===== src/usrp_rx_config.svh =====
/*
 * Receive-side build constants
 *   - settings-bus addresses of the mode and decimation registers
 *   - sample FIFO depth in 16-bit words
 *   - shortest allowed sample strobe period
 */

`ifndef USRP_RX_CONFIG_SVH
`define USRP_RX_CONFIG_SVH

// Settings-bus addresses, 7 bits wide
`define RX_ADDR_MODE  7'd10
`define RX_ADDR_DECIM 7'd11

// FIFO depth in words, must be a power of two
`define RX_FIFO_DEPTH 16

// Four-word frame must finish before the next strobe
`define RX_MIN_PERIOD 4

`endif


===== src/usrp_rx_pkg.sv =====
/*
 * Receive-side shared types
 *   - sample_t      one signed FIFO word
 *   - rate_t        decimation rate setting
 *   - rx_mode_t     mode setting fields
 *   - chan_frame_t  four channels of one sample strobe
 *   - chan_count_t  words per frame
 */

`default_nettype none

package usrp_rx_pkg;

   typedef logic signed [15:0] sample_t;

   typedef logic [7:0] rate_t;

   // Bit 0 is counter, bit 1 loopback, bit 2 four_chan
   typedef struct packed {
      logic four_chan;
      logic loopback;
      logic counter;
   } rx_mode_t;

   // Index 0 is channel 0, in the low bits
   typedef sample_t [3:0] chan_frame_t;

   // Two or four words per frame
   typedef logic [2:0] chan_count_t;

endpackage

`default_nettype wire


===== src/rx_chan_if.sv =====
/*
 * Channel frame link from source selector to sample FIFO
 *   - one-cycle frame strobe
 *   - four-channel frame and its channel count
 */

`default_nettype none

interface rx_chan_if;

   // Frame and four_chan are valid while frame_strobe is high
   logic                      frame_strobe;
   usrp_rx_pkg::chan_frame_t  frame;
   logic                      four_chan;

   modport source
   (
      output frame_strobe,
      output frame,
      output four_chan
   );

   modport sink
   (
      input frame_strobe,
      input frame,
      input four_chan
   );

endinterface

`default_nettype wire


===== src/rx_sample_fifo.sv =====
/*
 * Receive sample FIFO
 *   - accepts or drops a whole frame at frame strobe time
 *   - word sequencer writes ch0..ch3 on consecutive cycles
 *   - first-word-fall-through read port
 *   - sticky overrun flag cleared by clear_status
 */

`default_nettype none

`include "usrp_rx_config.svh"

module rx_sample_fifo
(
   input  wire logic             clk64,
   input  wire logic             i_rx_dsp_reset,
   rx_chan_if.sink               chan,
   input  wire logic             i_rd,
   input  wire logic             i_clear_status,
   output usrp_rx_pkg::sample_t  o_rd_data,
   output logic                  o_empty,
   output logic                  o_rx_overrun
);

   localparam int unsigned DEPTH = `RX_FIFO_DEPTH;
   localparam int unsigned AW    = $clog2(DEPTH);

   usrp_rx_pkg::sample_t      mem [DEPTH];
   logic [AW-1:0]             wr_ptr;
   logic [AW-1:0]             rd_ptr;
   logic [AW:0]               count;
   logic [AW:0]               free_words;
   usrp_rx_pkg::chan_count_t  frame_len;
   usrp_rx_pkg::chan_count_t  seq_left;
   logic [1:0]                seq_idx;
   usrp_rx_pkg::chan_frame_t  frame_hold;
   usrp_rx_pkg::sample_t      wr_data;
   logic                      accept;
   logic                      wr_en;
   logic                      rd_en;

   assign frame_len  = chan.four_chan ? 3'd4 : 3'd2;
   assign free_words = (AW+1)'(DEPTH) - count;
   assign accept     = chan.frame_strobe && (free_words >= (AW+1)'(frame_len));

   // First word goes straight from the link, the rest from the hold register
   assign wr_en   = accept || (seq_left != 3'd0);
   assign wr_data = accept ? chan.frame[0] : frame_hold[seq_idx];
   assign rd_en   = i_rd && !o_empty;

   assign o_empty   = (count == '0);
   assign o_rd_data = mem[rd_ptr];

   // Word sequencer
   always_ff @(posedge clk64)
   begin
      if (i_rx_dsp_reset)
      begin
         seq_left <= 3'd0;
         seq_idx  <= 2'd0;
      end
      else if (accept)
      begin
         seq_left <= frame_len - 3'd1;
         seq_idx  <= 2'd1;
      end
      else if (seq_left != 3'd0)
      begin
         seq_left <= seq_left - 3'd1;
         seq_idx  <= seq_idx + 2'd1;
      end
   end

   always_ff @(posedge clk64)
   begin
      if (accept)
      begin
         frame_hold <= chan.frame;
      end
   end

   always_ff @(posedge clk64)
   begin
      if (wr_en)
      begin
         mem[wr_ptr] <= wr_data;
      end
   end

   // Pointers and occupancy
   always_ff @(posedge clk64)
   begin
      if (i_rx_dsp_reset)
      begin
         wr_ptr <= '0;
         rd_ptr <= '0;
         count  <= '0;
      end
      else
      begin
         if (wr_en)
            wr_ptr <= wr_ptr + 1'b1;
         if (rd_en)
            rd_ptr <= rd_ptr + 1'b1;
         count <= count + (AW+1)'(wr_en) - (AW+1)'(rd_en);
      end
   end

   // A drop in the same cycle as a clear keeps the flag set
   always_ff @(posedge clk64)
   begin
      if (i_rx_dsp_reset)
      begin
         o_rx_overrun <= 1'b0;
      end
      else if (chan.frame_strobe && !accept)
      begin
         o_rx_overrun <= 1'b1;
      end
      else if (i_clear_status)
      begin
         o_rx_overrun <= 1'b0;
      end
   end

   a_no_write_full: assert property (@(posedge clk64) disable iff (i_rx_dsp_reset)
      wr_en |-> (count < (AW+1)'(DEPTH)))
      else $error("sample FIFO written while full");

   a_no_read_empty: assert property (@(posedge clk64) disable iff (i_rx_dsp_reset)
      i_rd |-> !o_empty)
      else $error("sample FIFO read while empty");

endmodule

`default_nettype wire


===== src/rx_source_select.sv =====
/*
 * Receive source selector
 *   - debug counter stepping by two per sample strobe
 *   - transmit loopback latch
 *   - channel 0/1 source mux, counter over loopback over ADC
 *   - registers the frame and its strobe one cycle after the sample strobe
 */

`default_nettype none

module rx_source_select
(
   input  wire logic                   clk64,
   input  wire logic                   i_rx_dsp_reset,
   input  wire logic                   i_enable_rx,
   input  wire logic                   i_sample_strobe,
   input  wire usrp_rx_pkg::rx_mode_t  i_mode,
   input  wire usrp_rx_pkg::sample_t   i_adc_i0,
   input  wire usrp_rx_pkg::sample_t   i_adc_q0,
   input  wire usrp_rx_pkg::sample_t   i_adc_i1,
   input  wire usrp_rx_pkg::sample_t   i_adc_q1,
   input  wire usrp_rx_pkg::sample_t   i_tx_i0,
   input  wire usrp_rx_pkg::sample_t   i_tx_q0,
   input  wire logic                   i_tx_strobe,
   rx_chan_if.source                   chan
);

   logic [15:0]           debug_counter;
   usrp_rx_pkg::sample_t  loopback_i0;
   usrp_rx_pkg::sample_t  loopback_q0;
   usrp_rx_pkg::sample_t  ch0;
   usrp_rx_pkg::sample_t  ch1;

   // Restarts from zero whenever receive is disabled
   always_ff @(posedge clk64)
   begin
      if (i_rx_dsp_reset || !i_enable_rx)
      begin
         debug_counter <= 16'd0;
      end
      else if (i_sample_strobe)
      begin
         debug_counter <= debug_counter + 16'd2;
      end
   end

   // Last transmit pair seen on the transmit strobe
   always_ff @(posedge clk64)
   begin
      if (i_tx_strobe)
      begin
         loopback_i0 <= i_tx_i0;
         loopback_q0 <= i_tx_q0;
      end
   end

   always_comb
   begin
      if (i_mode.counter)
      begin
         ch0 = usrp_rx_pkg::sample_t'(debug_counter);
         ch1 = usrp_rx_pkg::sample_t'(debug_counter + 16'd1);
      end
      else if (i_mode.loopback)
      begin
         ch0 = loopback_i0;
         ch1 = loopback_q0;
      end
      else
      begin
         ch0 = i_adc_i0;
         ch1 = i_adc_q0;
      end
   end

   always_ff @(posedge clk64)
   begin
      if (i_rx_dsp_reset)
      begin
         chan.frame_strobe <= 1'b0;
      end
      else
      begin
         chan.frame_strobe <= i_sample_strobe;
      end
   end

   // Frame holds until the next strobe
   always_ff @(posedge clk64)
   begin
      if (i_sample_strobe)
      begin
         chan.frame     <= {i_adc_q1, i_adc_i1, ch1, ch0};
         chan.four_chan <= i_mode.four_chan;
      end
   end

   a_frame_follows_strobe: assert property (@(posedge clk64) disable iff (i_rx_dsp_reset)
      chan.frame_strobe |-> $past(i_sample_strobe))
      else $error("frame strobe without a preceding sample strobe");

endmodule

`default_nettype wire


===== src/rx_strobe_gen.sv =====
/*
 * Receive sample strobe generator
 *   - down-counter reloaded with max(decim+1, minimum period)
 *   - one-cycle strobe each time the counter reaches zero
 */

`default_nettype none

`include "usrp_rx_config.svh"

module rx_strobe_gen
(
   input  wire logic               clk64,
   input  wire logic               i_rx_dsp_reset,
   input  wire logic               i_enable_rx,
   input  wire usrp_rx_pkg::rate_t i_decim_rate,
   output logic                    o_sample_strobe
);

   logic [8:0] period_raw;
   logic [8:0] period;
   logic [8:0] count;

   // Clamp short periods so a full frame drains between strobes
   assign period_raw = {1'b0, i_decim_rate} + 9'd1;
   assign period     = (period_raw < 9'(`RX_MIN_PERIOD)) ? 9'(`RX_MIN_PERIOD) : period_raw;

   always_ff @(posedge clk64)
   begin
      if (i_rx_dsp_reset || !i_enable_rx)
      begin
         count           <= '0;
         o_sample_strobe <= 1'b0;
      end
      else if (count == 9'd0)
      begin
         count           <= period - 9'd1;
         o_sample_strobe <= 1'b1;
      end
      else
      begin
         count           <= count - 9'd1;
         o_sample_strobe <= 1'b0;
      end
   end

   // Strobes stay at least the minimum period apart
   a_strobe_spacing: assert property (@(posedge clk64) disable iff (i_rx_dsp_reset)
      o_sample_strobe |=> !o_sample_strobe [*(`RX_MIN_PERIOD - 1)])
      else $error("sample strobes closer than the minimum period");

endmodule

`default_nettype wire


===== src/setting_reg.sv =====
/*
 * Settings-bus register
 *   - matches its own address on each serial strobe
 *   - loads the low bits of the data word as one payload type
 */

`default_nettype none

module setting_reg
#(
   parameter logic [6:0] ADDR = 7'd0,
   parameter type payload_t = logic [31:0]
)
(
   input  wire logic        clk64,
   input  wire logic        i_rx_dsp_reset,
   input  wire logic        i_serial_strobe,
   input  wire logic [6:0]  i_serial_addr,
   input  wire logic [31:0] i_serial_data,
   output payload_t         o_value
);

   localparam int unsigned PW = $bits(payload_t);

   always_ff @(posedge clk64)
   begin
      if (i_rx_dsp_reset)
      begin
         o_value <= payload_t'(0);
      end
      else if (i_serial_strobe && (i_serial_addr == ADDR))
      begin
         o_value <= payload_t'(i_serial_data[PW-1:0]);
      end
   end

   // Payload must come from the 32-bit data word
   a_payload_fits: assert property (@(posedge clk64) PW <= 32)
      else $error("setting_reg payload wider than the data word");

endmodule

`default_nettype wire


===== src/usrp_rx_top.sv =====
/*
 * Receive half of the radio top level
 *   - mode and decimation setting registers
 *   - sample strobe generator
 *   - source selector and sample FIFO joined by the channel link
 */

`default_nettype none

`include "usrp_rx_config.svh"

module usrp_rx_top
(
   input  wire logic                  clk64,
   input  wire logic                  i_rx_dsp_reset,
   input  wire logic                  i_enable_rx,
   input  wire logic                  i_serial_strobe,
   input  wire logic [6:0]            i_serial_addr,
   input  wire logic [31:0]           i_serial_data,
   input  wire usrp_rx_pkg::sample_t  i_adc_i0,
   input  wire usrp_rx_pkg::sample_t  i_adc_q0,
   input  wire usrp_rx_pkg::sample_t  i_adc_i1,
   input  wire usrp_rx_pkg::sample_t  i_adc_q1,
   input  wire usrp_rx_pkg::sample_t  i_tx_i0,
   input  wire usrp_rx_pkg::sample_t  i_tx_q0,
   input  wire logic                  i_tx_strobe,
   input  wire logic                  i_rd,
   input  wire logic                  i_clear_status,
   output logic                       o_sample_strobe,
   output usrp_rx_pkg::sample_t       o_rd_data,
   output logic                       o_empty,
   output logic                       o_rx_overrun
);

   usrp_rx_pkg::rx_mode_t  rx_mode;
   usrp_rx_pkg::rate_t     decim_rate;

   rx_chan_if chan_if ();

   setting_reg #(.ADDR(`RX_ADDR_MODE), .payload_t(usrp_rx_pkg::rx_mode_t)) sr_mode
   (
      .clk64           (clk64),
      .i_rx_dsp_reset  (i_rx_dsp_reset),
      .i_serial_strobe (i_serial_strobe),
      .i_serial_addr   (i_serial_addr),
      .i_serial_data   (i_serial_data),
      .o_value         (rx_mode)
   );

   setting_reg #(.ADDR(`RX_ADDR_DECIM), .payload_t(usrp_rx_pkg::rate_t)) sr_decim
   (
      .clk64           (clk64),
      .i_rx_dsp_reset  (i_rx_dsp_reset),
      .i_serial_strobe (i_serial_strobe),
      .i_serial_addr   (i_serial_addr),
      .i_serial_data   (i_serial_data),
      .o_value         (decim_rate)
   );

   rx_strobe_gen rx_strobe_gen_inst
   (
      .clk64           (clk64),
      .i_rx_dsp_reset  (i_rx_dsp_reset),
      .i_enable_rx     (i_enable_rx),
      .i_decim_rate    (decim_rate),
      .o_sample_strobe (o_sample_strobe)
   );

   rx_source_select rx_source_select_inst
   (
      .clk64           (clk64),
      .i_rx_dsp_reset  (i_rx_dsp_reset),
      .i_enable_rx     (i_enable_rx),
      .i_sample_strobe (o_sample_strobe),
      .i_mode          (rx_mode),
      .i_adc_i0        (i_adc_i0),
      .i_adc_q0        (i_adc_q0),
      .i_adc_i1        (i_adc_i1),
      .i_adc_q1        (i_adc_q1),
      .i_tx_i0         (i_tx_i0),
      .i_tx_q0         (i_tx_q0),
      .i_tx_strobe     (i_tx_strobe),
      .chan            (chan_if.source)
   );

   rx_sample_fifo rx_sample_fifo_inst
   (
      .clk64           (clk64),
      .i_rx_dsp_reset  (i_rx_dsp_reset),
      .chan            (chan_if.sink),
      .i_rd            (i_rd),
      .i_clear_status  (i_clear_status),
      .o_rd_data       (o_rd_data),
      .o_empty         (o_empty),
      .o_rx_overrun    (o_rx_overrun)
   );

endmodule

`default_nettype wire

===== config.mk =====
export PLATFORM = sky130hd
export DESIGN_NAME = usrp_rx_top
export DESIGN_NICKNAME = d
export VERILOG_FILES = /design/src/usrp_rx_pkg.sv /design/src/rx_chan_if.sv /design/src/rx_sample_fifo.sv /design/src/rx_source_select.sv /design/src/rx_strobe_gen.sv /design/src/setting_reg.sv /design/src/usrp_rx_top.sv
export VERILOG_INCLUDE_DIRS = /design/src
export SDC_FILE = /design/constraint.sdc
export NUM_CORES = 1
export LEC_CHECK = 0
export BUFFER_PORTS_ARGS = -buffer_cell sky130_fd_sc_hd__buf_2
export CORE_MARGIN = 5
export CORE_UTILIZATION = 42
export CTS_BUF_LIST = sky130_fd_sc_hd__clkbuf_4
export DETAILED_ROUTE_END_ITERATION = 10
export PLACE_DENSITY = 0.67
export RECOVER_POWER = 50
export SLEW_MARGIN = 20
export SYNTH_ARGS = -nofsm -noshare
export SYNTH_HDL_FRONTEND = slang
export SYNTH_SLANG_ARGS = --single-unit

===== constraint.sdc =====
create_clock -name clk64 -period 5.5 [get_ports clk64]
set_input_delay 0.55 -clock clk64 [delete_from_list [all_inputs] [get_ports clk64]]
set_output_delay 0.55 -clock clk64 [all_outputs]
set_load 0.005 [all_outputs]

==> results of run 1 <==
-- layer usage --
metal  global-route usage, %  wire, µm
met5                       0         0
met4                   5.528       685
met2                   25.69     18640
met3                   3.469      2081
met1                   19.87     16140
-- timing repair --
action / 4_1_cts / 5_1_grt
hold endpoints to repair: 71 / 0
buffers inserted: 0 / 0
hold buffers: 70 / 0
-- sequential cells by signal, indices dropped and copies added, names as in the netlist, 3 cells and up, named ones only --
signal	count
rx_source_select_inst.loopback_q0	16
rx_source_select_inst.chan.frame	64
rx_source_select_inst.debug_counter	15
rx_sample_fifo_inst.frame_hold	64
sr_mode.o_value	3
rx_strobe_gen_inst.count	9
rx_sample_fifo_inst.wr_ptr	4
sr_decim.o_value	8
rx_sample_fifo_inst.mem	256
rx_sample_fifo_inst.seq_left	3
rx_sample_fifo_inst.rd_ptr	4
rx_sample_fifo_inst.count	5
rx_source_select_inst.loopback_i0	16
-- cells by family after synthesis --
logic type / share of synthesized area, %
buf+inv: 1.632
mux: 12.20
xor+xnor: 1.393
fa+ha+maj: 1.433
compound gates: 3.336
flops: 72.75
simple gates: 7.256
-- through the flow --
| stage | setup slack (ns) | std cells | cell area [µm²] |
|---|---|---|---|
| after floorplan | 1.383 | 1086 | 18860 |
| after global placement | 2.032 | 1775 | 20270 |
| after detailed placement | 1.915 | 1775 | 20280 |
| after CTS | 1.487 | 2056 | 22410 |
| after global routing | 1.024 | 2059 | 22370 |
| final | 1.319 | 2059 | 22370 |
-- layout by cell type (no fill, tap or decap), types with 15 or more instances in the layout --
cell           count
edfxtp_1         417
clkbuf_4         163
buf_2            125
mux4_2            96
nor2_1            78
nand2_1           72
dlygate4sd3_1     70
dfxtp_1           58
nor2b_1           52
clkinv_1          36
a211oi_1          34
a21oi_1           23
ha_1              20
clkbuf_1          17
xnor2_1           15
xor2_1            15
-- report_power, final --
| group | switching, W | internal [W] |
|---|---|---|
| clock | 0.00137 | 0.00137 |
| combinational | 0.00114 | 0.000931 |
| sequential | 0.000179 | 0.00459 |
-- final timing paths --
path / cells after the start / from / end
worst max-delay path: 11 / rx_sample_fifo_inst.count[1]$_SDFF_PP0_ / rx_sample_fifo_inst.mem[3][2]$_DFFE_PP_
worst min register to register: 0 / rx_source_select_inst.chan.frame[16]$_SDFFCE_PP1P_ / rx_sample_fifo_inst.frame_hold[16]$_DFFE_PP_
worst min-delay path: 3 / i_serial_data[1] / sr_decim.o_value[1]$_SDFFE_PP0P_
worst max register to register: 11 / rx_sample_fifo_inst.count[1]$_SDFF_PP0_ / rx_sample_fifo_inst.mem[3][2]$_DFFE_PP_
-- worst max-delay path, stage by stage, from the launching register on --
cell        delay, ns
dfxtp_1          0.33
inv_1            0.10
ha_1             0.29
inv_1            0.04
ha_1             0.26
nand2b_1         0.05
a21boi_0         0.24
o31ai_1          0.25
clkinvlp_2       0.14
o21ai_0          0.32
nor3_1           1.38
buf_4            0.42
-- area by class of cell --
class                           instances  share of cell area (%)
Multi-Input combinational cell        536                   21.89
Antenna cell                            1                 0.01119
Clock inverter                         48                  0.9229
Timing Repair Buffer                  227                   6.768
Inverter                               15                  0.2573
Sequential cell                       477                   61.37
Clock buffer                          163                   5.470
Tap cell                              592                   3.311
==> results.tsv, run 1 <==
stage	metric	value	unit
place	place_hpwl	22530	µm
power_and_ir_drop	peakVddDrop	0.0001829	V
logic_synthesis	yosysSeqAreaShare	72.75	%
clock_network	htreeDepth	3	
drt	vias	10370	
power_and_ir_drop	power	0.009583	W
drt	drtIter0Drc	645	
floorplanning	pin_count	161	
logic_synthesis	synth_common_cells	edfxtp_1, mux4_2, nor2_1	
timing	hold_viol	0	
logic_synthesis	async_flop_share	0	%
layout	fin_util	50.47	%
logic_synthesis	syn_avg_cell_area	17.37	µm²
timing	slew_viol_final	107	
layout	layout.nets	1535	
logic_synthesis	synth-edff-count	417	
logic_synthesis	synth.distinct_cells	57	
global_routing	grt_pass1_wl	60240	µm
drt	wirelength	37550	µm
logic_synthesis	synth-seq-cells	477	
clock_network	numCtsBuffers	115	
floorplanning	die-width	221.9	µm
floorplanning	coreArea	44320	µm²
logic_synthesis	ys.flop_type	edfxtp_1	
timing	hold_slack	0.06550	ns
global_routing	grt_pass1_vias	11200	
layout	multi_input_area	4896	µm²
floorplanning	num_rows	77	
timing	period_needed	4.181	ns
timing	fmax	0.2392	GHz
drt	first_pass_iters	5	
logic_synthesis	yosys.area.top_type	edfxtp_1	
global_routing	grt-ovfl-total	0	
worst_setup_path	worst-setup-path-type	reg -> reg	
timing	rsz0062_at_grt	false	
logic_synthesis	syn_inst	1086	
worst_setup_path	worstPathRequired	5.95	ns
job	cap_violations	3	
timing	worst_slew_pin_slew	2.017	ns
power_and_ir_drop	powerDensity	428.4	nW/µm²
global_routing	grt_use_total	15.35	%
worst_setup_path	reg2reg_slack	1.32	ns
clock_network	path_clk_slew	0.07	ns
drt	vias_per_cell	5.038	
drt	ant_nets	0	
place	gp_congestion	0.7459	
floorplanning	initial_utilization	42.57	%
timing	max_slew_margin	-34.66	%
worst_setup_path	cp-end-kind	flip-flop	
power_and_ir_drop	power.leakage	7.667	nW
timing	clock_skew	0.05217	ns
logic_synthesis	synth_area_leaders	edfxtp_1, mux4_2, dfxtp_1, nor2_1, nor2b_1	
logic_synthesis	synthesis.area	18860	µm²
hold_path	hp-class	in -> reg	
clock_network	worstSkewPairLatency	0.80	ns
clock_network	cts_resized	0	
run_status	violations	capacitance limit, slew limit	
global_routing	grt_max_degree	65	
clock_network	cts.sinks	477	
layout	drive_gt1_share	29.67	%
worst_setup_path	critPathMaxFanout	9	
logic_synthesis	synth_top_area_share	66.38	%
timing	setup_viol	0	
clock_network	cts_tree	built	
clock_network	clockBufferDepth	3	
worst_setup_path	startpoint_type	flip-flop	
run_status	status	finished, violations left	
timing	setup_tns	0	ns
logic_synthesis	yosysMostFrequentCell	edfxtp_1	
worst_setup_path	cp.arrival	4.63	ns
logic_synthesis	yosys_warnings	0	
clock_network	root_buffer	clkbuf_4	
timing	fin_crit_sh	76.02	%
place	place.port_buffers	136	
drt	wl_per_cell	18.23	µm
layout	regArea	13730	µm²
drt	route.detailed.drc	0	
floorplanning	dieArea	49250	µm²
layout	n_fill_cell	3698	
layout	syn2layout_area_growth	18.58	%
logic_synthesis	synth_nets	1249	
floorplanning	die_h	221.9	µm
global_routing	antenna_found_initial	1	
Power figures use the tool's default switching activity.
==> run 2, diff against run 1 <==
clock period = 4.3 ns   (was 5.5 ns; I/O delays follow)
==> results.tsv, run 2 (synthesis results as in run 1) <==
stage	metric	value	unit
job	cap_violations	2	
timing	fin_crit_sh	84.56	%
timing	setup_viol	0	
worst_setup_path	crit_path_max_incr_delay	1.07	ns
global_routing	antenna_found_initial	3	
timing	fmax	0.2750	GHz
global_routing	grt_use_total	15.61	%
worst_setup_path	reg2reg_slack	0.66	ns
place	dp_slack	0.9827	ns
clock_network	cts_tree	built	
global_routing	grt_max_degree	82	
timing	max_slew_margin	-16.75	%
worst_setup_path	cp.arrival	3.97	ns
floorplanning	num_rows	77	
timing	worst_slew_pin_slew	1.751	ns
drt	route.detailed.drc	0	
clock_network	path_clk_slew	0.07	ns
power_and_ir_drop	p_sw	0.003352	W
timing	hold_viol	0	
run_status	violations	capacitance limit, slew limit	
layout	largest_register	rx_sample_fifo_inst.mem	
drt	vias	10340	
power_and_ir_drop	swShare	27.41	%
clock_network	postCtsSetupBuffers	0	
global_routing	grt_pass1_vias	11160	
clock_network	root_buffer	clkbuf_4	
worst_setup_path	critPathSlowestCell	clkbuf_1	
hold_path	hp-start	i_serial_addr[0]	
timing	fin_ws	0.6637	ns
floorplanning	dieArea	49250	µm²
hold_path	holdPathEnd	sr_mode.o_value[1]$_SDFFE_PP0P_	
global_routing	grt-ovfl-total	0	
power_and_ir_drop	clock_power_share	28.4	%
hold_path	holdPathStages	4	
layout	drive_gt1_share	29.03	%
drt	wirelength	37980	µm
worst_setup_path	startpoint_type	flip-flop	
layout	layout_common_cells	edfxtp_1, clkbuf_4, buf_2	
worst_setup_path	r2r_cells	10	
clock_network	numCtsBuffers	113	
power_and_ir_drop	power.leakage	7.713	nW
place	gp_congestion	0.7499	
run_status	status	finished, violations left	
layout	design_area	22470	µm²
drt	first_pass_iters	5	
layout	largestRegisters	rx_sample_fifo_inst.mem (256), rx_sample_fifo_inst.frame_hold (64), rx_source_select_inst.chan.frame (64)	
power_and_ir_drop	p_seq_share	49.9	%
clock_network	worstSkewPairLatency	0.78	ns
layout	largest_reg_flops	256	
worst_setup_path	worstReg2RegStart	rx_sample_fifo_inst.count[1]$_SDFF_PP0_	
place	place_inst	1790	
worst_setup_path	crit_path_cell_trace	inv_1 > ha_1 > xnor2_1 > ha_1 > a21boi_0 > o31ai_4 > nand2_1 > nand2_1 > nor2_1 > clkbuf_1	
timing	setup_tns	0	ns
floorplanning	die_h	221.9	µm
timing	slew_viol_final	77	
clock_network	clockBufferDepth	3	
power_and_ir_drop	internal_power	0.008878	W
power_and_ir_drop	power_frac_comb	21.6	%
worst_setup_path	cp-end-kind	flip-flop	
layout	final_common_cell	edfxtp_1	
worst_setup_path	critPathMaxFanout	16	
global_routing	grt_pass1_wl	61010	µm
worst_setup_path	worstPathRequired	4.63	ns
layout	n_fill_cell	3723	
drt	drtIter0Drc	749	
power_and_ir_drop	peakVddDrop	0.0002582	V
power_and_ir_drop	powerDensity	544.4	nW/µm²
layout	layout.nets	1550	
timing	rsz0062_at_grt	false	
worst_setup_path	timing.rr.end	rx_sample_fifo_inst.mem[6][1]$_DFFE_PP_	
power_and_ir_drop	power	0.01223	W
timing	clock_skew	0.05303	ns
clock_network	htreeDepth	3	
floorplanning	initial_utilization	42.57	%
floorplanning	coreArea	44320	µm²
drt	wl_per_cell	18.38	µm
floorplanning	pin_count	161	
place	place.port_buffers	136	
hold_path	hp-class	in -> reg	
timing	period_needed	3.636	ns
drt	vias_per_cell	5.004	
layout	syn2layout_area_growth	19.09	%
place	place_hpwl	23210	µm
floorplanning	die-width	221.9	µm
place	placed_area	20400	µm²
worst_setup_path	worst-setup-path-type	reg -> reg	
layout	fin_cells	2066	
clock_network	cts.sinks	477	
drt	ant_nets	0	
[run 2: cell count changes in the layout (fill, tap and decap cells not counted), sizes merged, moves of 2 or more]
cell / before / now
clkbuf: 180 / 195
clkinv: 44 / 32
dlygate4sd3: 70 / 74
buf: 140 / 138
clkinvlp: 3 / 1
diode: 1 / 3
[run 2: area by class of cell]
class	instances	area [µm²]	share of cell area, %
flip-flops and latches	477	13730	61.12
multi-input cells	536	4888	21.76
repair buffers	244	1635	7.279
clock buffers	163	1224	5.447
well taps	592	740.7	3.297
clock inverters	36	181.4	0.8076
inverters	15	57.56	0.2562
diodes	3	7.507	0.03342
[run 2: critical path, delay by kind of cell, from the launching register on]
family	cells	cell delay (ns)
AO/OA/AOI/OAI	2	0.51
buffers and inverters	2	1.17
adder cells (fa/ha/maj)	2	0.50
AND/OR/NAND/NOR	3	0.57
XOR/XNOR	1	0.14
flip-flops	1	0.33
[run 2: worst max-delay path by stage]
stage | startpoint | to | slack (ns)
finish | rx_sample_fifo_inst.count[1]$_SDFF_PP0_ | rx_sample_fifo_inst.mem[6][1]$_DFFE_PP_ | 0.66
global route | rx_sample_fifo_inst.count[1]$_SDFF_PP0_ | rx_sample_fifo_inst.mem[4][1]$_DFFE_PP_ | 0.43
CTS | flip-flop | o_rd_data[0] | 0.67
detailed placement | rx_sample_fifo_inst.count[1]$_SDFF_PP0_ | rx_sample_fifo_inst.mem[11][9]$_DFFE_PP_ | 0.98
global placement | rx_sample_fifo_inst.count[1]$_SDFF_PP0_ | rx_sample_fifo_inst.mem[11][10]$_DFFE_PP_ | 1.02
floorplan | rx_sample_fifo_inst.count[1]$_SDFF_PP0_ | rx_sample_fifo_inst.mem[0][10]$_DFFE_PP_ | 0.18
[run 2: power groups by stage]
stage               Clock [W]  Sequential, W  Combinational (W)
floorplan                   0        0.00608            0.00186
detailed placement          0        0.00621            0.00265
finish                0.00348        0.00611            0.00264
global placement            0        0.00619            0.00258
global route          0.00388        0.00615            0.00294
CTS                   0.00359        0.00611            0.00271
[run 2: repair_timing]
action | CTS | global route
hold buffers | 74 | 0
hold endpoints to repair | 77 | 0
gates resized for setup | 0 | 0
[run 2: per-layer routing]
metal  global-route usage [%]  vias to the layer above  routed length, µm
met4                    5.150                        0                694
met5                        0                        -                  0
met1                    20.05                     5082              15850
li1                         -                     4898                  -
met2                    26.51                      298              19320
met3                    3.522                       60               2113
[run 2: metrics by stage]
| stage | utilization [%] | hold WS (ns) |
|---|---|---|
| 2_1_floorplan | - | 0.4003 |
| 3_3_place_gp | 46.02 | 0.4034 |
| 3_5_place_dp | 46.02 | 0.4045 |
| 4_1_cts | 50.86 | 0.004078 |
| 5_1_grt | 50.69 | 0.05734 |
| 6_report | 50.69 | 0.09469 |
